==> config.mk <==
export PLATFORM = sky130hd
export DESIGN_NAME = wr_post_fifo
export DESIGN_NICKNAME = d
export VERILOG_FILES = /design/src/verilog/fbmem_pkg.sv /design/src/verilog/wr_post_fifo.sv
export SDC_FILE = /design/constraint.sdc
export NUM_CORES = 1
export LEC_CHECK = 0
export BUFFER_PORTS_ARGS = -buffer_cell sky130_fd_sc_hd__buf_2
export CAP_MARGIN = 20
export CORE_AREA = 2 2 128 193
export DETAILED_ROUTE_END_ITERATION = 10
export DIE_AREA = 0 0 130 195
export PLACE_DENSITY = 0.81
export RECOVER_POWER = 50
export SETUP_SLACK_MARGIN = 0.05
export SLEW_MARGIN = 25
export SYNTH_ARGS = -nofsm -noshare
export SYNTH_HDL_FRONTEND = slang
export SYNTH_SLANG_ARGS = --single-unit
==> constraint.sdc <==
create_clock -name clk -period 3.85 [get_ports clk]
set_clock_uncertainty 0.15 [all_clocks]
set_input_delay 1.155 -clock clk [delete_from_list [all_inputs] [get_ports clk]]
set_output_delay 1.155 -clock clk [all_outputs]
set_load 0.02 [all_outputs]
==> src/verilog/fbmem_pkg.sv <==
package fbmem_pkg;

    ////////////////////////////////////////
    // Widths and sizing
    ////////////////////////////////////////
    localparam int PIX_BITS      = 16;  // One pixel word
    localparam int ADDR_BITS     = 24;  // Burst address
    localparam int BURST_LEN     = 4;   // Pixels per burst

    localparam int WR_FIFO_DEPTH = 4;   // Posted bursts per write port
    localparam int MEM_ADDR_BITS = 8;   // Low address bits decoded by the memory
    localparam int MEM_LATENCY   = 3;   // Accept to done, in cycles
    localparam int MEM_DEPTH     = 2 ** MEM_ADDR_BITS;

    localparam int FIFO_PTR_BITS = (WR_FIFO_DEPTH > 1) ? $clog2(WR_FIFO_DEPTH) : 1;
    localparam int FIFO_CNT_BITS = $clog2(WR_FIFO_DEPTH + 1);  // Must hold DEPTH itself
    localparam int LAT_CNT_BITS  = $clog2(MEM_LATENCY + 1);

    typedef logic [PIX_BITS-1:0]      pix_t;
    typedef logic [ADDR_BITS-1:0]     baddr_t;
    typedef pix_t [BURST_LEN-1:0]     burst_t;     // Word 0 in bits 15:0
    typedef logic [MEM_ADDR_BITS-1:0] mem_idx_t;
    typedef logic [FIFO_PTR_BITS-1:0] fifo_ptr_t;
    typedef logic [FIFO_CNT_BITS-1:0] fifo_cnt_t;
    typedef logic [LAT_CNT_BITS-1:0]  lat_cnt_t;

    ////////////////////////////////////////
    // Request bundles
    ////////////////////////////////////////
    typedef struct packed {
        baddr_t addr;   // Burst to fetch
    } rd_req_t;

    typedef struct packed {
        baddr_t addr;
        burst_t data;   // Four pixels to store
    } wr_req_t;

    typedef struct packed {
        logic   wr;     // 1 store, 0 fetch
        baddr_t addr;
        burst_t data;   // Don't care on a fetch
    } mem_req_t;

    // Scan order of the arbiter
    typedef enum logic [1:0] {PORT_RD0, PORT_RD1, PORT_WR0, PORT_WR1} port_t;

    typedef enum logic [1:0] {ARB_SCAN, ARB_ISSUE, ARB_WAIT} arb_state_t;

endpackage

==> src/verilog/wr_post_fifo.sv <==
`timescale 1ns/1ps

module wr_post_fifo (
    input  logic               clk,
    input  logic               rst_n,
    input  logic               in_valid,
    output logic               in_ready,
    input  fbmem_pkg::wr_req_t in_req,
    output logic               out_valid,
    input  logic               out_ready,
    output fbmem_pkg::wr_req_t out_req
);
    import fbmem_pkg::*;

    wr_req_t   slots [WR_FIFO_DEPTH];  // Posted bursts
    fifo_ptr_t wr_ptr;                 // Next free slot
    fifo_ptr_t rd_ptr;                 // Oldest burst
    fifo_cnt_t count;                  // Occupancy
    fifo_cnt_t count_next;
    logic      push;
    logic      pop;

    // Pointer step with wrap, depth need not be a power of two
    function automatic fifo_ptr_t ptr_inc(input fifo_ptr_t p);
        if (p == fifo_ptr_t'(WR_FIFO_DEPTH - 1)) begin
            return '0;
        end
        return p + fifo_ptr_t'(1);
    endfunction

    assign push      = in_valid && in_ready;
    assign pop       = out_valid && out_ready;
    assign out_valid = (count != '0);   // Visible one cycle after the push
    assign out_req   = slots[rd_ptr];   // Head of queue

    always_comb begin
        count_next = count;
        if (push && !pop) begin
            count_next = count + fifo_cnt_t'(1);
        end else if (pop && !push) begin
            count_next = count - fifo_cnt_t'(1);
        end
    end

    ////////////////////////////////////////
    // Control state
    ////////////////////////////////////////
    always_ff @(posedge clk or negedge rst_n) begin
        if (!rst_n) begin
            wr_ptr   <= '0;
            rd_ptr   <= '0;
            count    <= '0;
            in_ready <= 1'b0;              // Low until the first edge out of reset
        end else begin
            if (push) begin
                wr_ptr <= ptr_inc(wr_ptr);
            end
            if (pop) begin
                rd_ptr <= ptr_inc(rd_ptr);
            end
            count    <= count_next;
            // Registered, but taken from the next count so it never lags
            in_ready <= (count_next != fifo_cnt_t'(WR_FIFO_DEPTH));
        end
    end

    // Storage
    always_ff @(posedge clk) begin
        if (push) begin
            slots[wr_ptr] <= in_req;
        end
    end

endmodule

# Word level (Yosys, flattened, before mapping)
# Memory sizes are Yosys's and may differ from the RTL's.
# Index checks and enable logic that the tools add are counted.
dict set report totals {
  register_bits 8
  ramBits 352
  out_inout_bits 90
  mem_count 1
}
# memory depth width rd rd_ports_with_merged_regs write_ports line_no
set memory_table {}
lappend memory_table {slots 4 88 1 0 1 wr_post_fifo.sv:15} ;# wr_req_t slots [WR_FIFO_DEPTH];
dict set report classes {
  n_addsub 4
  n_eq_ne 3
  mux 12
  n_reduce_logical 7
}
# cell count
set op_table {}
lappend op_table {{$mux 2} 4}
lappend op_table {{$mux 1} 6}
lappend op_table {{$mux 3} 2}
lappend op_table {{$add 2x1->2 const B} 2}
lappend op_table {{$eq 2x2->1 const B} 2}
lappend op_table {{$logic_and 1x1->1} 4}
lappend op_table {{$add 3x1->3 const B} 1}
lappend op_table {{$ne 3x3->1 const B} 1}
lappend op_table {{$reduce_bool 3->1} 1}
lappend op_table {{$sub 3x1->3 const B} 1}
lappend op_table {{$logic_not 1->1} 2}

# Logic depth before layout (Yosys ltp)
dict set report logic_depth {
  word_depth 6
  mapped_depth 6
  depth_no_buf 6
}

# Least setup slack after synthesis
# OpenSTA, ideal clock, no wires.
dict set report synth_path {
  kind {input to register}
  start {input in_valid}
  end {memory slots[2][0] in the netlist's numbering, enable pin}
  setup_time_ps 457
  t_arrival_ps 3254
  required_time_ps 3243
  slack_ps -11
  stages 1
  cell_sequence {and3_1}
}
dict set report synth_between {
  elab_chain_cells 3
}
# item line_no
set synth_rtl {}
lappend synth_rtl {{from (decl)} wr_post_fifo.sv:6} ;# input logic in_valid,
lappend synth_rtl {{$logic_and 1x1->1} wr_post_fifo.sv:31} ;# assign push = in_valid && in_ready;
lappend synth_rtl {{$mux 1} wr_post_fifo.sv:69} ;# if (push) begin
lappend synth_rtl {{$mux 1 (implied by the code)} wr_post_fifo.sv:70} ;# slots[wr_ptr] <= in_req;
lappend synth_rtl {{to (decl)} wr_post_fifo.sv:15}
# No other way between the ends.

==> flow_summary.json <==
{
  "status": "finished, violations left",
  "violations": "max-capacitance violations, max-slew violations",
  "rsz0062_at_grt": "no",
  "cp.arrival_ns": 2.37,
  "clock_latency_ns": 0.54,
  "dp_hpwl_microns": 15700,
  "cts_hold_buf": 0,
  "final_max_slew_viol_count": 63,
  "drc_errors": 0,
  "finalHoldViolations": 0,
  "cts_tree": "yes",
  "worst_slew_pin_slew_ns": 1.71,
  "syn-num-nets": 614,
  "ys_ff_latch": 360,
  "r2r-start": "wr_ptr[1]$_DFFE_PN0P_",
  "first_iter_violations": 377,
  "dieWidth_microns": 130,
  "synth_flop_cell": "edfxtp_1",
  "gr-total-overflow": 0,
  "cap_violations": 2,
  "cp-end-kind": "output port",
  "root_buffer": "clkbuf_16",
  "synth-edff-count": 352,
  "die_h_microns": 195,
  "fin_cells": 1068,
  "ff2ff_path_depth": 4,
  "leakage_uw": 0.00507,
  "post_cts_buffers": 0,
  "crit_start": "rd_ptr[1]$_DFFE_PN0P_",
  "slew_headroom_pct": -14.0,
  "grt_max_degree": 50,
  "dp_slack_ns": 0.725,
  "layout_common_cells": "352 x edfxtp_1, 93 x clkbuf_1, 91 x buf_2, 88 x mux4_2, 31 x clkbuf_16",
  "power_uw": 12500,
  "setup_viol": 0,
  "nNetsFinal": 824,
  "post-place-cells": 1010,
  "htree_num_levels": 1,
  "dr.pass1.iters": 4,
  "wl_per_cell_microns": 23.1,
  "vdd_drop_max_uv": 510,
  "drive_above_1_share_pct": 33.4,
  "mostFrequentLayoutCell": "edfxtp_1",
  "path_max_fanout": 49,
  "worstHoldPathType": "in -> async",
  "synth_fa_ha_area_share_pct": 0.751,
  "ys_warn_count": 0,
  "rrSetupSlack_ns": 0.97,
  "antenna_found_initial": 3,
  "drtAntennaViolNets": 0,
  "syn_area_sq_um": 13300,
  "clkTransAtPathRegs_ns": 0.07,
  "track_usage_pct": 19.6,
  "port_buffers": 181,
  "fin_crit_sh_pct": 95.5,
  "async_reset_ff_share_pct": 2.22,
  "synth_top_family_by_area": "multiplexers",
  "wl_microns": 24700,
  "cts_buffers": 31,
  "muxShareOfSynthArea_pct": 15.0,
  "period_minus_slack_ns": 3.68,
  "start_util_pct": 56.6,
  "finish.instance_area_sq_um": 15500,
  "seq_area_frac_synth_pct": 80.8,
  "synth_compound_area_share_pct": 0.582,
  "detailed_place.area_sq_um": 14600,
  "avgSynthCellArea_sq_um": 25.9,
  "synth-simple-area-share_pct": 0.891,
  "coreArea_sq_um": 23600,
  "first_global_vias": 6534,
  "cts_resized": 0,
  "ioPinCount": 182,
  "syn_inst": 514,
  "synth_cell_types": 30,
  "timing.rr.end": "slots[1][2]$_DFFE_PP_",
  "area_delta_synth_final_pct": 16.1,
  "path_class": "reg -> out",
  "cp.required_ns": 2.54,
  "fmax_mhz": 272,
  "gp_congestion": 0.785,
  "critPathLaunchType": "flip-flop",
  "vias_per_cell": 5.70,
  "finalSetupTns_ns": 0,
  "dieArea_sq_um": 25400,
  "cts_buffer_depth": 3,
  "clock-sinks": 360,
  "synthXorXnorAreaFrac_pct": 0.0657,
  "power_density_nw_per_um2": 805,
  "rows": 69,
  "vias": 6089,
  "grt_pass1_wl_microns": 36900,
  "fin_ws_ns": 0.172
}
==> cells in the mapped netlist (2+ instances only) <==
master | number | share of area [%]
buf_12 | 8 | 1.2
inv_1 | 4 | 0.11
mux4_2 | 88 | 15
buf_2 | 9 | 0.34
nand3_1 | 2 | 0.075
edfxtp_1 | 352 | 79
a21o_1 | 3 | 0.17
nor3_1 | 2 | 0.075
ha_1 | 8 | 0.75
nor3b_1 | 2 | 0.11
mux2_2 | 2 | 0.17
nor2_1 | 2 | 0.056
dfrtp_1 | 8 | 1.5
and3_1 | 4 | 0.19
nand2_1 | 5 | 0.14
==> area by class of cell <==
type                            instances  area, sq um
Sequential cell                       360        10800
Fill cell                            1559         8090
Multi-Input combinational cell        130         2310
Timing Repair Buffer                  197         1000
Clock buffer                           34          787
Tap cell                              319          399
Clock inverter                         21          178
Inverter                                4         15.0
Antenna cell                            3         7.51
==> power breakdown <==
| part | internal [uW] | leakage, uW | switching, uW |
|---|---|---|---|
| logic | 1640 | 0.00129 | 2300 |
| registers | 5220 | 0.00332 | 362 |
| clock network | 1610 | 0.000462 | 1320 |
==> registers in the layout, summed over array words and instances (netlist names) <==
name / count
wr_ptr: 2
count: 3
in_ready: 1
slots: 352
rd_ptr: 2
==> worst max path at each step <==
stage / end / cells past startpoint / slack [ns]
3_5_place_dp: out_req[69] / 3 / 0.72
3_3_place_gp: out_req[69] / 3 / 0.79
5_1_grt: out_req[70] / 3 / 0.07
2_1_floorplan: slots[0][0]$_DFFE_PP_ / 1 / -0.007
4_1_cts: out_req[72] / 3 / 0.11
6_report: out_req[69] / 3 / 0.17
==> worst max-delay path: stages, from the launching register on <==
cell	delay (ns)
dfrtp_4	0.92
buf_4	0.36
mux4_2	0.35
buf_2	0.18
==> stage by stage <==
step | util [%] | hold slack [ns]
final | 65.7 | 0.398
after global routing | 65.7 | 0.412
after CTS | 66.2 | 0.278
after detailed placement | 62.1 | 0.418
after global placement | 62.1 | 0.380
after floorplan | - | 0.362
==> routing by layer <==
layer  up-vias  wire length, microns  GRT usage (%)
li1       2641                     -              -
met1      3180                  9000           23.7
met2       200                 13300           34.2
met3        68                  1380           3.73
met4         0                  1030           8.24
met5         -                     0              0
==> cells by family (layout without fill, tap and decap cells) <==
| group | after synthesis | in the layout |
|---|---|---|
| adders and majority gates | 8 | 8 |
| and+or+nand+nor | 21 | 21 |
| AOI/OAI and AO/OA | 10 | 10 |
| buffers and inverters | 24 | 256 |
| xor gates and xnor gates | 1 | 1 |
| DFF | 360 | 360 |
| other | 0 | 3 |
| muxes | 90 | 90 |
Power figures use the tool's default switching activity.
