===== config.mk =====
export PLATFORM = sky130hd
export DESIGN_NAME = port_arbiter
export DESIGN_NICKNAME = d
export VERILOG_FILES = /design/src/verilog/fbmem_pkg.sv /design/src/verilog/port_arbiter.sv
export SDC_FILE = /design/constraint.sdc
export NUM_CORES = 1
export LEC_CHECK = 0
export BUFFER_PORTS_ARGS = -buffer_cell sky130_fd_sc_hd__buf_2
export CAP_MARGIN = 20
export CORE_AREA = 2 2 202 204
export DETAILED_ROUTE_END_ITERATION = 10
export DIE_AREA = 0 0 204 206
export GPL_TIMING_DRIVEN = 0
export MAX_ROUTING_LAYER = met4
export PLACE_DENSITY = 0.38
export SETUP_SLACK_MARGIN = 0.5
export SYNTH_ARGS = -nofsm -noshare
export SYNTH_HDL_FRONTEND = slang
export SYNTH_SLANG_ARGS = --single-unit

===== constraint.sdc =====
create_clock -name clk -period 14.2 [get_ports clk]
set_clock_uncertainty 0.1 [all_clocks]
set_input_delay 0 -clock clk [delete_from_list [all_inputs] [get_ports clk]]
set_output_delay 0 -clock clk [all_outputs]
set_load 0.02 [all_outputs]

===== src/verilog/fbmem_pkg.sv =====
package fbmem_pkg;

    ////////////////////////////////////////
    // Widths and sizing
    ////////////////////////////////////////
    localparam int PIX_BITS      = 16;  // One pixel word
    localparam int ADDR_BITS     = 24;  // Burst address
    localparam int BURST_LEN     = 4;   // Pixels per burst

    localparam int WR_FIFO_DEPTH = 4;   // Posted bursts per write port
    localparam int MEM_ADDR_BITS = 8;   // Low address bits decoded by the memory
    localparam int MEM_LATENCY   = 3;   // Accept to done, in cycles
    localparam int MEM_DEPTH     = 2 ** MEM_ADDR_BITS;

    localparam int FIFO_PTR_BITS = (WR_FIFO_DEPTH > 1) ? $clog2(WR_FIFO_DEPTH) : 1;
    localparam int FIFO_CNT_BITS = $clog2(WR_FIFO_DEPTH + 1);  // Must hold DEPTH itself
    localparam int LAT_CNT_BITS  = $clog2(MEM_LATENCY + 1);

    typedef logic [PIX_BITS-1:0]      pix_t;
    typedef logic [ADDR_BITS-1:0]     baddr_t;
    typedef pix_t [BURST_LEN-1:0]     burst_t;     // Word 0 in bits 15:0
    typedef logic [MEM_ADDR_BITS-1:0] mem_idx_t;
    typedef logic [FIFO_PTR_BITS-1:0] fifo_ptr_t;
    typedef logic [FIFO_CNT_BITS-1:0] fifo_cnt_t;
    typedef logic [LAT_CNT_BITS-1:0]  lat_cnt_t;

    ////////////////////////////////////////
    // Request bundles
    ////////////////////////////////////////
    typedef struct packed {
        baddr_t addr;   // Burst to fetch
    } rd_req_t;

    typedef struct packed {
        baddr_t addr;
        burst_t data;   // Four pixels to store
    } wr_req_t;

    typedef struct packed {
        logic   wr;     // 1 store, 0 fetch
        baddr_t addr;
        burst_t data;   // Don't care on a fetch
    } mem_req_t;

    // Scan order of the arbiter
    typedef enum logic [1:0] {PORT_RD0, PORT_RD1, PORT_WR0, PORT_WR1} port_t;

    typedef enum logic [1:0] {ARB_SCAN, ARB_ISSUE, ARB_WAIT} arb_state_t;

endpackage


===== src/verilog/port_arbiter.sv =====
`timescale 1ns/1ps

module port_arbiter (
    input  logic                clk,
    input  logic                rst_n,

    // Read port 0
    input  logic                rd0_valid,
    output logic                rd0_ready,
    input  fbmem_pkg::rd_req_t  rd0_req,
    output logic                rd0_rsp_valid,
    output fbmem_pkg::burst_t   rd0_rsp_data,

    // Read port 1
    input  logic                rd1_valid,
    output logic                rd1_ready,
    input  fbmem_pkg::rd_req_t  rd1_req,
    output logic                rd1_rsp_valid,
    output fbmem_pkg::burst_t   rd1_rsp_data,

    // Write ports, fed by the posting FIFOs
    input  logic                wr0_valid,
    output logic                wr0_ready,
    input  fbmem_pkg::wr_req_t  wr0_req,
    input  logic                wr1_valid,
    output logic                wr1_ready,
    input  fbmem_pkg::wr_req_t  wr1_req,

    // Memory side
    output logic                mem_valid,
    input  logic                mem_ready,
    output fbmem_pkg::mem_req_t mem_req,
    input  logic                mem_done,
    input  fbmem_pkg::burst_t   mem_rdata,

    output logic                wr_active   // A write is granted and not yet done
);
    import fbmem_pkg::*;

    arb_state_t state;
    port_t      ptr;        // Port under the scanner
    mem_req_t   req_q;      // Captured request of the granted port
    logic       sel_valid;  // Valid of the port under the scanner
    mem_req_t   sel_req;    // Its request in memory form
    logic       issue;
    logic       rd_done;    // Completion of a granted read

    // Fixed rotation RD0, RD1, WR0, WR1
    function automatic port_t next_port(input port_t p);
        case (p)
            PORT_RD0: return PORT_RD1;
            PORT_RD1: return PORT_WR0;
            PORT_WR0: return PORT_WR1;
            default:  return PORT_RD0;
        endcase
    endfunction

    ////////////////////////////////////////
    // Request select
    ////////////////////////////////////////
    always_comb begin
        sel_valid = 1'b0;
        sel_req   = '0;
        case (ptr)
            PORT_RD0: begin
                sel_valid    = rd0_valid;
                sel_req.addr = rd0_req.addr;
            end
            PORT_RD1: begin
                sel_valid    = rd1_valid;
                sel_req.addr = rd1_req.addr;
            end
            PORT_WR0: begin
                sel_valid    = wr0_valid;
                sel_req.wr   = 1'b1;
                sel_req.addr = wr0_req.addr;
                sel_req.data = wr0_req.data;
            end
            default: begin
                sel_valid    = wr1_valid;
                sel_req.wr   = 1'b1;
                sel_req.addr = wr1_req.addr;
                sel_req.data = wr1_req.data;
            end
        endcase
    end

    // Ready only in the one ISSUE cycle of the granted port
    assign issue     = (state == ARB_ISSUE);
    assign rd0_ready = issue && (ptr == PORT_RD0);
    assign rd1_ready = issue && (ptr == PORT_RD1);
    assign wr0_ready = issue && (ptr == PORT_WR0);
    assign wr1_ready = issue && (ptr == PORT_WR1);

    assign mem_req = req_q;

    ////////////////////////////////////////
    // Completion routing
    ////////////////////////////////////////
    assign rd_done       = mem_done && (state == ARB_WAIT) && !req_q.wr;
    assign rd0_rsp_valid = rd_done && (ptr == PORT_RD0);  // Same cycle as mem_done
    assign rd1_rsp_valid = rd_done && (ptr == PORT_RD1);
    assign rd0_rsp_data  = rd0_rsp_valid ? mem_rdata : '0;  // Other port sees zero
    assign rd1_rsp_data  = rd1_rsp_valid ? mem_rdata : '0;

    // From grant through the done cycle of a write
    assign wr_active = (issue && sel_req.wr) || ((state == ARB_WAIT) && req_q.wr);

    ////////////////////////////////////////
    // Scanner FSM
    ////////////////////////////////////////
    always_ff @(posedge clk or negedge rst_n) begin
        if (!rst_n) begin
            state     <= ARB_SCAN;
            ptr       <= PORT_RD0;
            mem_valid <= 1'b0;
        end else begin
            case (state)
                ARB_SCAN: begin
                    if (sel_valid) begin
                        state <= ARB_ISSUE;       // Stay on this port
                    end else begin
                        ptr <= next_port(ptr);    // Empty visit, one cycle
                    end
                end
                ARB_ISSUE: begin
                    mem_valid <= 1'b1;            // Request taken this cycle
                    state     <= ARB_WAIT;
                end
                ARB_WAIT: begin
                    if (mem_valid && mem_ready) begin
                        mem_valid <= 1'b0;        // Memory has it, now wait for done
                    end
                    if (mem_done) begin
                        state <= ARB_SCAN;
                        ptr   <= next_port(ptr);
                    end
                end
                default: state <= ARB_SCAN;
            endcase
        end
    end

    // Payload capture at grant
    always_ff @(posedge clk) begin
        if (issue) begin
            req_q <= sel_req;
        end
    end

endmodule


Yosys cells after proc, flatten, opt, wreduce, memory -nomap -nowiden
Cells that the tools add are included.
W data, S select, Z words.
- equal/unequal tests: 9
- muxes and demuxes: 15
- reduce and logical (&&, ||, !) cells: 21
- operator list (cell ; count):
    $mux W64 ; 2
    $pmux W64 S2 ; 1
    $pmux W24 S3 ; 1
    $pmux W2 S3 ; 2
    $logic_and A1 B1 Y1 ; 11
    $mux W2 ; 4
    $eq A2 B2 Y1 const B ; 3
    $ne A2 B2 Y1 const B ; 3
    $eq A2 B1 Y1 const B ; 2
    $logic_not A2 Y1 ; 2
    $pmux W2 S2 ; 1
    $reduce_and A2 Y1 ; 2
    $reduce_bool A2 Y1 ; 2
    $pmux W1 S3 ; 1
    $reduce_and A3 Y1 ; 1
    $mux W1 ; 2
    $ne A2 B1 Y1 const B ; 1
    $pmux W1 S2 ; 1
    $reduce_or A2 Y1 ; 1
    $logic_not A1 Y1 ; 1
    $logic_or A1 B1 Y1 ; 1
- register bits: 94
- output and inout bits: 225
- word-level logic and storage cells: 54

Logic depth before layout (Yosys ltp)
Gate-level depths: netlist of the first run.
- depth after elaboration: 5
- depth in mapped cells: 7
- depth with buffers taken out: 6

Least setup slack after synthesis of the first run
OpenSTA, ideal clock, no wires.
- path type: register -> output
- start: register state[1]
- end: output port rd0_ready
- arrival time: 5084 ps
- path slack: 9016 ps
- cell stages (with the launch flop): 3
- path buffers: 0
- cell sequence: dfrtp_1 -> nor2b_1 -> and2_1
- cells in the longest elaborated chain, start to end: 2
- ends and longest elaborated chain (what ; line ; text):
    start: declaration ; port_arbiter.sv:40 ; arb_state_t state;
    start signal: assignment ; port_arbiter.sv:114 ; state <= ARB_SCAN;
    start signal: assignment ; port_arbiter.sv:121 ; state <= ARB_ISSUE;
    start signal: assignment ; port_arbiter.sv:128 ; state <= ARB_WAIT;
    $eq A2 B1 Y1 ; port_arbiter.sv:89 ; assign issue = (state == ARB_ISSUE);
    $logic_and A1 B1 Y1 ; port_arbiter.sv:90 ; assign rd0_ready = issue && (ptr == PORT_RD0);
    end: declaration ; port_arbiter.sv:9 ; output logic rd0_ready,
No other way between the ends.

==> metrics.yaml, run 1 <==
run_status:
  status: "completed"
sta:
  rsz0062_at_grt: "no"
  slew_headroom: 0.381
  fmax_ghz: 0.333
  hold_ws_ns: 0.00933
  report.final.slew_viol_count: 0
  setup_viol: 0
  tightest_slew_ns: 0.929
  hold_viol: 0
  period_minus_slack_ns: 3.00
  fin_crit_sh: 0.211
  tns_ns: 0
grt:
  grt_use_total: 0.158
  grt_max_degree: 30
  gr-total-overflow: 0
  grt_pass1_wl_mm: 46.8
  grt_pass1_vias: 7119
  antenna_found_initial: 12
worst_setup_path:
  crit_path_start: "ptr[0]$_DFFE_PN0P_"
  cp-end-kind: "flip-flop"
  critPathKind: "flip-flop to flip-flop"
  required_ns: 14.34
  timing.rr.start: "ptr[0]$_DFFE_PN0P_"
  cp.arrival_ns: 3.14
  cp_max_fo: 10
  worst_setup_path_start_kind: "flip-flop"
layout:
  fillCellCount: 4415
  fin_nets: 1529
  final_area_mm2: 0.0109
  final_layout_size_suffix_gt1_frac: 0.465
  post-route-util: 0.272
  synthToLayoutAreaGrowth_pct: 100
logic_synthesis:
  synth.most_common_cell: "and3_1"
  yosysTopAreaCellShare: 0.489
  ys.flop_type: "edfxtp_1"
  synth-edff-count: 89
  syn_nets: 814
  syn_avg_cell_area_um2: 10.6
  synth_cell_types: 25
  async_reset_ff_frac: 0.0532
  synth_seq_cells: 94
  synth_seq_area_share: 0.512
  yosys-top-cells-area: "edfxtp_1, and3_1, a22o_1"
  syn-cell-area_mm2: 0.00546
  yosys-top-cells-count: "and3_1, edfxtp_1, nand2_1, a22o_1, o21ai_0"
  yosys.area.top_type: "edfxtp_1"
  syn_inst: 514
  yosys_warnings: 0
drt:
  first_pass_iters: 7
  wl_mm: 34.4
  ant_nets: 0
  first_iter_violations: 420
  wl_per_cell_um: 19.3
  vias: 7170
  drc: 0
  via_per_inst: 4.04
die:
  ios: 521
  start_util: 0.136
  die_area_mm2: 0.0420
  die_w_um: 204
  coreArea_mm2: 0.0402
  rows: 74
  die-height_um: 206
placed_design:
  io_buffers: 520
  dpl_cell_area_mm2: 0.00880
  place.detailed.hpwl_mm: 27.4
  gp_congestion: 0.904
run:
  cap_violations: 0
clocking:
  postCtsHoldBufs: 181
  cts_root_buffer: "clkbuf_16"
  clk_pin_slew_ns: 0.08
  clockBufferDepth: 2
  cts_buffers: 9
  cts_htree_levels: 3
  tritoncts: "yes"
  cts_num_sinks: 94
  cts.repair.resized: 0
  clkLatencyLatePin_ns: 0.36
  post_cts_buffers: 0
power:
  leakage_uw: 0.00585
  ir_worst_vdd_v: 0.0000530
  power.density_mw_per_mm2: 167
hold_path:
  hold_start: "wr0_req[1]"
  min_path_type: "primary input to flip-flop"
through the flow:
stage / setup slack (ns) / total power, uW / std cells
2_1_floorplan: 9.02 / 1010 / 514
3_3_place_gp: 6.06 / 1380 / 1566
3_5_place_dp: 11.46 / 1380 / 1569
4_1_cts: 10.96 / 1860 / 1766
5_1_grt: 10.93 / 1950 / 1776
6_report: 11.20 / 1820 / 1776
cells by family (layout without fill, tap and decap cells):
| kind of cell | count (synthesis) | after routing | share of synthesized area |
|---|---|---|---|
| simple gates | 209 | 209 | 0.209 |
| flops | 94 | 94 | 0.512 |
| fa+ha+maj | 4 | 4 | 0.00917 |
| other cells | 0 | 10 | 0 |
| compound gates | 96 | 96 | 0.134 |
| buf+inv | 85 | 805 | 0.0871 |
| mux | 26 | 26 | 0.0479 |
state kept, by name, summed over array words and instances, names as in the netlist:
| signal | flops |
|---|---|
| mem_req | 89 |
| mem_valid | 1 |
| ptr | 2 |
| state | 2 |
final timing paths:
check                                         to  slack, ns  depth (start not counted)
max                        mem_req[64]$_DFFE_PN_      11.20                          6
min reg2reg                mem_valid$_DFFE_PN0P_       0.44                          2
max reg2reg                mem_req[64]$_DFFE_PN_      11.20                          6
max in group asynchronous   state[1]$_DFFE_PN0P_      13.35                          3
min                         mem_req[1]$_DFFE_PN_      0.009                          3
min in group asynchronous  mem_valid$_DFFE_PN0P_       0.44                          3
cell usage in the layout (no fill, tap or decap), types with 24 or more instances in the layout:
| master | count |
|---|---|
| a222oi_1 | 24 |
| a22o_1 | 33 |
| and3_1 | 128 |
| buf_2 | 539 |
| clkbuf_1 | 25 |
| dlygate4sd3_1 | 181 |
| edfxtp_1 | 89 |
| inv_1 | 28 |
| mux2i_1 | 25 |
| nand2_1 | 67 |
| o21ai_0 | 32 |
report_power, final:
group | switching, uW | total (uW) | internal [uW]
combinational | 613 | 1080 | 465
clock | 120 | 258 | 138
sequential | 28.4 | 486 | 458
critical path: stages (launching register included):
cell	delay (ns)
dfrtp_1	0.41
inv_1	0.11
ha_1	0.41
clkbuf_1	0.74
a222oi_1	0.33
mux2i_1	0.19
dlygate4sd3_1	0.56
final cells by class:
type / count / area [um2] / share of cell area
repair buffers: 704 / 4470 / 0.409
clock buffers: 10 / 229 / 0.0210
well taps: 532 / 666 / 0.0609
diodes: 10 / 25.0 / 0.00229
multi-input cells: 335 / 2190 / 0.201
plain buffers: 57 / 370 / 0.0339
flip-flops and latches: 94 / 2800 / 0.256
inverters: 28 / 105 / 0.00962
clock inverters: 6 / 67.6 / 0.00618
routing by layer:
layer | global-route usage | vias up | part of all wire
li1 | - | 3369 | -
met1 | 0.163 | 3381 | 0.38
met2 | 0.290 | 380 | 0.52
met3 | 0.0385 | 40 | 0.074
met4 | 0.0580 | 0 | 0.030
met5 | - | - | 0
No activity file was read; power rests on OpenSTA's default activity.
==> run 2: changes to the inputs <==
==> constraint.sdc (replaced) <==
create_clock -name clk -period 3.1 [get_ports clk]
set_clock_uncertainty 0.1 [all_clocks]
set_input_delay 0 -clock clk [delete_from_list [all_inputs] [get_ports clk]]
set_output_delay 0 -clock clk [all_outputs]
set_load 0.02 [all_outputs]
==> run 2 against run 1 <==
Net effect:
- hold slack got worse by 0.0010 ns
- worst setup slack got worse by 11 ns
- sequential power rose to 4.6 times the previous value
- power rose to 4.3 times the previous value
- via count rose by 0.38%
- critical path type unchanged
==> metrics.yaml, run 2 (synthesized netlist as in run 1, its figures left out) <==
drt:
  wl_per_cell_um: 19.4  # was 19.3 um
  first_pass_iters: 6  # was 7
  first_iter_violations: 413  # was 420
  drc: 0  # unchanged
  ant_nets: 0  # unchanged
  via_per_inst: 4.00  # was 4.04
  vias: 7197  # was 7170
  wl_mm: 34.9  # was 34.4 mm
worst_setup_path:
  critPathKind: "flip-flop to flip-flop"  # unchanged
  required_ns: 3.12  # was 14.34 ns
  cp_max_fo: 10  # unchanged
  cp.arrival_ns: 2.51  # was 3.14 ns
  worst_setup_path_start_kind: "flip-flop"  # unchanged
  cp-end-kind: "flip-flop"  # unchanged
die:
  start_util: 0.136  # unchanged
  ios: 521  # unchanged
  die_w_um: 204  # unchanged
  rows: 74  # unchanged
  coreArea_mm2: 0.0402  # unchanged
  die_area_mm2: 0.0420  # unchanged
  die-height_um: 206  # unchanged
clocking:
  clk_pin_slew_ns: 0.07  # was 0.08 ns
  cts_num_sinks: 94  # unchanged
  tritoncts: "yes"  # unchanged
  cts_root_buffer: "clkbuf_16"  # unchanged
  cts_buffers: 9  # unchanged
  cts_htree_levels: 3  # unchanged
  clockBufferDepth: 2  # unchanged
  clkLatencyLatePin_ns: 0.36  # about the same
placed_design:
  io_buffers: 520  # unchanged
  gp_congestion: 0.920  # was 0.904
  place.detailed.hpwl_mm: 27.7  # was 27.4 mm
sta:
  hold_ws_ns: 0.00829  # was 0.00933 ns
  setup_viol: 0  # unchanged
  fmax_ghz: 0.401  # was 0.333 GHz
  rsz0062_at_grt: "no"  # unchanged
  hold_viol: 0  # unchanged
  report.final.slew_viol_count: 0  # unchanged
  period_minus_slack_ns: 2.49  # was 3.00 ns
  slew_headroom: 0.536  # was 0.381
  tightest_slew_ns: 0.694  # was 0.929 ns
  fin_crit_sh: 0.804  # was 0.211
  tns_ns: 0  # unchanged
layout:
  layout_commonest_cell: "buf_2"  # unchanged
  final_layout_size_suffix_gt1_frac: 0.460  # was 0.465
  largest_reg_flops: 89  # unchanged
  fillCellCount: 4336  # was 4415
  synthToLayoutAreaGrowth_pct: 105  # was 100%
  layout_common_cells: "buf_2, dlygate4sd3_1, and3_1, edfxtp_1, nand2_1"  # unchanged
  fin_nets: 1552  # was 1529
grt:
  grt_max_degree: 30  # unchanged
  gr-total-overflow: 0  # unchanged
  antenna_found_initial: 12  # unchanged
  grt_pass1_wl_mm: 47.0  # was 46.8 mm
  grt_use_total: 0.159  # was 0.158
  grt_pass1_vias: 7314  # was 7119
power:
  p_int_uw: 4420  # was 1060 uW
  switchingPower_uw: 3340  # was 762 uW
  pwr-share-comb: 0.552  # was 0.592
  power.density_mw_per_mm2: 693  # was 167 mW/mm2
  power_frac_seq: 0.287  # was 0.267
  finalPower_uw: 7770  # was 1820 uW
  swShare: 0.430  # was 0.418
  power.share.clock: 0.161  # was 0.142
  leakage_uw: 0.00586  # was 0.00585 uW
  ir_worst_vdd_v: 0.000271  # was 0.0000530 V
run:
  cap_violations: 0  # unchanged
run_status:
  status: "completed"  # unchanged
hold_path:
  min_path_type: "primary input to flip-flop"  # unchanged
-- run 2: worst paths after layout --
check | startpoint | endpoint | slack [ns] | depth (start not counted)
worst max-delay path | ptr[0]$_DFFE_PN0P_ | mem_req[79]$_DFFE_PN_ | 0.61 | 7
worst min-delay path | rd0_req[16] | mem_req[80]$_DFFE_PN_ | 0.008 | 3
worst max register to register | ptr[0]$_DFFE_PN0P_ | mem_req[79]$_DFFE_PN_ | 0.61 | 7
worst min register to register | mem_valid$_DFFE_PN0P_ | mem_valid$_DFFE_PN0P_ | 0.44 | 2
max in group asynchronous | rst_n | ptr[0]$_DFFE_PN0P_ | 2.25 | 3
min in group asynchronous | rst_n | mem_valid$_DFFE_PN0P_ | 0.45 | 3
-- run 2: metrics by stage --
stage	setup slack, ns	cells	utilization	cell area (um2)
global route	0.492	1797	0.279	11200
global placement	-0.350	1566	0.217	8740
finish	0.609	1798	0.279	11200
floorplan	0.738	514	-	5470
detailed placement	0.338	1569	0.219	8800
CTS	0.516	1789	0.278	11200
-- run 2: critical path, cell delays in order (launching register included) --
cell and delay [ns]:
dfrtp_1 0.37, inv_1 0.09, ha_1 0.23, clkbuf_4 0.23, buf_2 0.23, a222oi_1 0.29
mux2i_1 0.12, dlygate4sd3_1 0.56
-- run 2: repair_timing --
item / CTS / global route
buffers inserted: 0 / 0
pin swaps: 1 / 0
endpoints found under the hold margin: 97 / 0
hold buffers: 204 / 0
gates resized for setup: 2 / 13
setup endpoints to repair: 1 / 12
cloned: 0 / 0
-- run 2: per-layer routing --
| metal | GRT usage | part of all wire | up-vias |
|---|---|---|---|
| li1 | - | - | 3411 |
| met1 | 0.168 | 0.39 | 3363 |
| met2 | 0.291 | 0.52 | 382 |
| met3 | 0.0427 | 0.075 | 41 |
| met4 | 0.0427 | 0.020 | 0 |
| met5 | - | 0 | - |
-- run 2: power by group through the flow --
stage	Clock, uW	Sequential, uW	Combinational [uW]
floorplan	0	2790	1790
global placement	0	2280	3920
detailed placement	0	2260	3980
CTS	1300	2230	4350
finish	1250	2230	4290
global route	1340	2270	4690
-- run 2: layout make-up --
cell class | instances | area [um2] | area share
timing repair buffer | 727 | 4710 | 0.420
sequential | 94 | 2800 | 0.250
multi-input combinational | 335 | 2200 | 0.196
tap | 532 | 666 | 0.0594
buffer | 57 | 389 | 0.0347
clock buffer | 9 | 225 | 0.0201
inverter | 28 | 105 | 0.00938
clock inverter | 7 | 95.1 | 0.00849
antenna | 9 | 22.5 | 0.00201
==> run 3: changes to the inputs <==
--- a/config.mk
+++ b/config.mk
@@ -5,14 +5,15 @@
 export SDC_FILE = /design/constraint.sdc
 export NUM_CORES = 1
 export LEC_CHECK = 0
+export ABC_AREA = 1
 export BUFFER_PORTS_ARGS = -buffer_cell sky130_fd_sc_hd__buf_2
 export CAP_MARGIN = 20
-export CORE_AREA = 2 2 202 204
+export CORE_AREA = 2 2 201 203
 export DETAILED_ROUTE_END_ITERATION = 10
-export DIE_AREA = 0 0 204 206
+export DIE_AREA = 0 0 203 205
 export GPL_TIMING_DRIVEN = 0
 export MAX_ROUTING_LAYER = met4
-export PLACE_DENSITY = 0.38
+export PLACE_DENSITY = 0.39
 export SETUP_SLACK_MARGIN = 0.5
 export SYNTH_ARGS = -nofsm -noshare
 export SYNTH_HDL_FRONTEND = slang
==> constraint.sdc (replaced) <==
create_clock -name clk -period 2.3 [get_ports clk]
set_clock_uncertainty 0.1 [all_clocks]
set_input_delay 0 -clock clk [delete_from_list [all_inputs] [get_ports clk]]
set_output_delay 0 -clock clk [all_outputs]
set_load 0.02 [all_outputs]
==> run 3 against run 2 <==
Net effect:
- sequential share of layout area decreased by 5.7 points
- clock-buffer cell count up 1
- hold slack improved by 0.22 ns
- area after synthesis shrank 0.57%
==> metrics.yaml, run 3 <==
drt:
  wl_per_cell_um: 17.5  # was 19.4 um
  first_iter_violations: 452  # was 413
  vias: 8187  # was 7197
  wl_mm: 36.3  # was 34.9 mm
  drc: 0  # unchanged
  ant_nets: 0  # unchanged
  first_pass_iters: 5  # was 6
  via_per_inst: 3.95  # was 4.00
layout:
  largest_reg_flops: 89  # unchanged
  layout_common_cells: "buf_2, dlygate4sd3_1, nand2_1, buf_6, edfxtp_1"  # was buf_2, dlygate4sd3_1, and3_1, edfxtp_1, nand2_1
  layout_commonest_cell: "buf_2"  # unchanged
  post-route-util: 0.370  # was 0.279
  final_layout_size_suffix_gt1_frac: 0.543  # was 0.460
  synthToLayoutAreaGrowth_pct: 168  # was 105%
  n_antenna_cell: 0  # was 9
  fin_nets: 1842  # was 1552
  fin_cells: 2071  # was 1798
logic_synthesis:
  synth_seq_cells: 94  # unchanged
  synth.most_common_cell: "nand2_1"  # was and3_1
  synth_seq_area_share: 0.515  # was 0.512
  syn_inst: 698  # was 514
  synth-edff-count: 89  # unchanged
  syn_avg_cell_area_um2: 7.78  # was 10.6 um2
  ys.flop_type: "edfxtp_1"  # unchanged
  syn_nets: 998  # was 814
  yosys-top-cells-area: "edfxtp_1, nand2_1, nor2_1"  # was edfxtp_1, and3_1, a22o_1
  yosysTopAreaCellShare: 0.492  # was 0.489
  async_reset_ff_frac: 0.0532  # unchanged
  yosys-top-cells-count: "nand2_1, nor2_1, edfxtp_1, inv_1, nand3_1"  # was and3_1, edfxtp_1, nand2_1, a22o_1, o21ai_0
  syn-cell-area_mm2: 0.00543  # was 0.00546 mm2
  yosys_warnings: 0  # unchanged
  synth_cell_types: 19  # was 25
  yosys.area.top_type: "edfxtp_1"  # unchanged
placed_design:
  dp_cells: 1745  # was 1569
  gp_congestion: 0.840  # was 0.920
  io_buffers: 520  # unchanged
  place.detailed.hpwl_mm: 23.9  # was 27.7 mm
worst_setup_path:
  max_stage_delay_ns: 0.41  # was 0.56 ns
  crit_path_start: "ptr[0]$_DFFE_PN0P_"  # unchanged
  worst_setup_path_start_kind: "flip-flop"  # unchanged
  critical_path_buf_inv_count: 6  # was 4
  crit_top_cell: "buf_6"
  cp-end-kind: "output pin"  # was flip-flop
  r2r_slack_ns: 0.37  # was 0.61 ns
  timing.rr.start: "ptr[0]$_DFFE_PN0P_"  # unchanged
  timing.rr.end: "mem_req[68]$_DFFE_PN_"  # was mem_req[79]$_DFFE_PN_
  path_cells: "inv_2, ha_4, buf_6, nand4_4, buf_4, buf_6, buf_12, nor2_4, buf_6"  # was inv_1, ha_1, clkbuf_4, buf_2, a222oi_1, mux2i_1, dlygate4sd3_1
  cp.arrival_ns: 1.89  # was 2.51 ns
  rr_worst_depth: 8  # was 7
  cp_max_fo: 10  # unchanged
  path_delay_family: "buffers and inverters"  # unchanged
  slowest_stage: "dfrtp_1"  # was dlygate4sd3_1
  critPathKind: "flip-flop to output pin"  # was flip-flop to flip-flop
  required_ns: 2.20  # was 3.12 ns
clocking:
  clk_pin_slew_ns: 0.07  # about the same
  cts_buffers: 9  # unchanged
  cts_root_buffer: "clkbuf_16"  # unchanged
  clkLatencyLatePin_ns: 0.36  # about the same
  cts_htree_levels: 3  # unchanged
  tritoncts: "yes"  # unchanged
  clockBufferDepth: 2  # unchanged
  cts_num_sinks: 94  # unchanged
sta:
  tightest_slew_ns: 0.346  # was 0.694 ns
  fmax_ghz: 0.501
  rsz0062_at_grt: "yes"  # was no
  report.final.slew_viol_count: 0  # unchanged
  fin_crit_sh: 0.867
  tns_ns: 0  # unchanged
  setup_viol: 0  # unchanged
  slew_headroom: 0.769  # was 0.536
  period_minus_slack_ns: 1.99
  hold_viol: 0  # unchanged
die:
  die_area_mm2: 0.0416  # was 0.0420 mm2
  start_util: 0.138  # was 0.136
  die-height_um: 205  # was 206 um
  ios: 521  # unchanged
  rows: 73  # was 74
  die_w_um: 203  # was 204 um
  coreArea_mm2: 0.0394  # was 0.0402 mm2
power:
  finalPower_uw: 12500  # was 7770 uW
  leakage_uw: 0.00689  # was 0.00586 uW
  ir_worst_vdd_v: 0.000357  # was 0.000271 V
  power.density_mw_per_mm2: 857  # was 693 mW/mm2
grt:
  antenna_found_initial: 0  # was 12
  grt_pass1_wl_mm: 47.6  # was 47.0 mm
  gr-total-overflow: 0  # unchanged
  grt_max_degree: 21  # was 30
  grt_use_total: 0.158  # was 0.159
  grt_pass1_vias: 8084  # was 7314
run:
  cap_violations: 0  # unchanged
hold_path:
  min_path_type: "primary input to output pin"  # was primary input to flip-flop
  hold_start: "mem_rdata[36]"  # was rd0_req[16]
  min_to: "rd0_rsp_data[36]"  # was mem_req[80]$_DFFE_PN_
  hold_depth: 4  # was 3
run_status:
  status: "completed"  # unchanged
## run 3: cell types whose count changed after synthesis, moves of 25 or more
cell     change
nand2_1    +126
o21ai_0     -29
mux2i_1     -25
a22o_1      -33
nor2_1     +155
nand3_1     +67
inv_1       +48
and3_1     -128
## run 3: what timing repair did
action,CTS,global route
pin swaps,5,35
cloned,6,11
setup buffers,36,26
setup endpoints to repair,315,216
endpoints found under the hold margin,98,2
gates resized for setup,317,371
hold buffers,230,2
## run 3: routing by layer
layer | global-route usage | wire length [um] | vias up
met5 | - | 0 | -
met4 | 0.0527 | 708 | 0
met3 | 0.0277 | 1970 | 43
met2 | 0.265 | 18600 | 345
met1 | 0.193 | 15000 | 3871
li1 | - | - | 3928
## run 3: power breakdown
group	switching, uW	total (uW)	leakage (uW)	internal, uW
combinational	4410	8060	0.00586	3660
sequential	151	2880	0.000900	2730
clock	777	1520	0.000130	744
total	5340	12500	0.00689	7130
## run 3: logic make-up after synthesis
| logic type | after synthesis | share of synthesized area |
|---|---|---|
| adders and majority gates | 4 | 0.00922 |
| AOI/OAI and AO/OA | 52 | 0.0539 |
| buffers and inverters | 127 | 0.110 |
| and+or+nand+nor | 421 | 0.311 |
| DFF | 94 | 0.515 |
## run 3: worst max path at each step
stage	endpoint	slack (ns)	depth (start not counted)
2_1_floorplan	mem_req[0]$_DFFE_PN_	-0.05	2
3_3_place_gp	mem_req[73]$_DFFE_PN_	-1.38	2
3_5_place_dp	mem_req[65]$_DFFE_PN_	-0.20	4
4_1_cts	rd1_rsp_data[45]	0.27	8
5_1_grt	rd0_rsp_data[13]	0.22	9
6_report	rd0_rsp_data[13]	0.31	9
## run 3: worst reg2reg max path, stage by stage, from the launching register on
cell,delay [ns]
dfrtp_1,0.41
buf_6,0.14
buf_4,0.13
ha_4,0.17
buf_12,0.12
clkbuf_16,0.14
clkbuf_8,0.19
a21oi_2,0.17
a31oi_4,0.10
## run 3: final cells by class
class	count	area, um2
Buffer	49	703
Clock buffer	10	229
Clock inverter	5	42.5
Fill cell	3912	24800
Inverter	78	355
Multi-Input combinational cell	477	3080
Sequential cell	94	2800
Tap cell	525	657
Timing Repair Buffer	832	6680
Timing Repair inverter	1	7.51
## run 3: per-stage QoR
step	instance area [um2]	setup slack [ns]	hold slack (ns)
floorplan	5440	-0.0530	-0.396
global placement	8690	-1.38	-0.257
detailed placement	8730	-0.205	-0.256
CTS	12800	0.274	0.000409
global route	14600	0.220	0.250
finish	14600	0.306	0.231
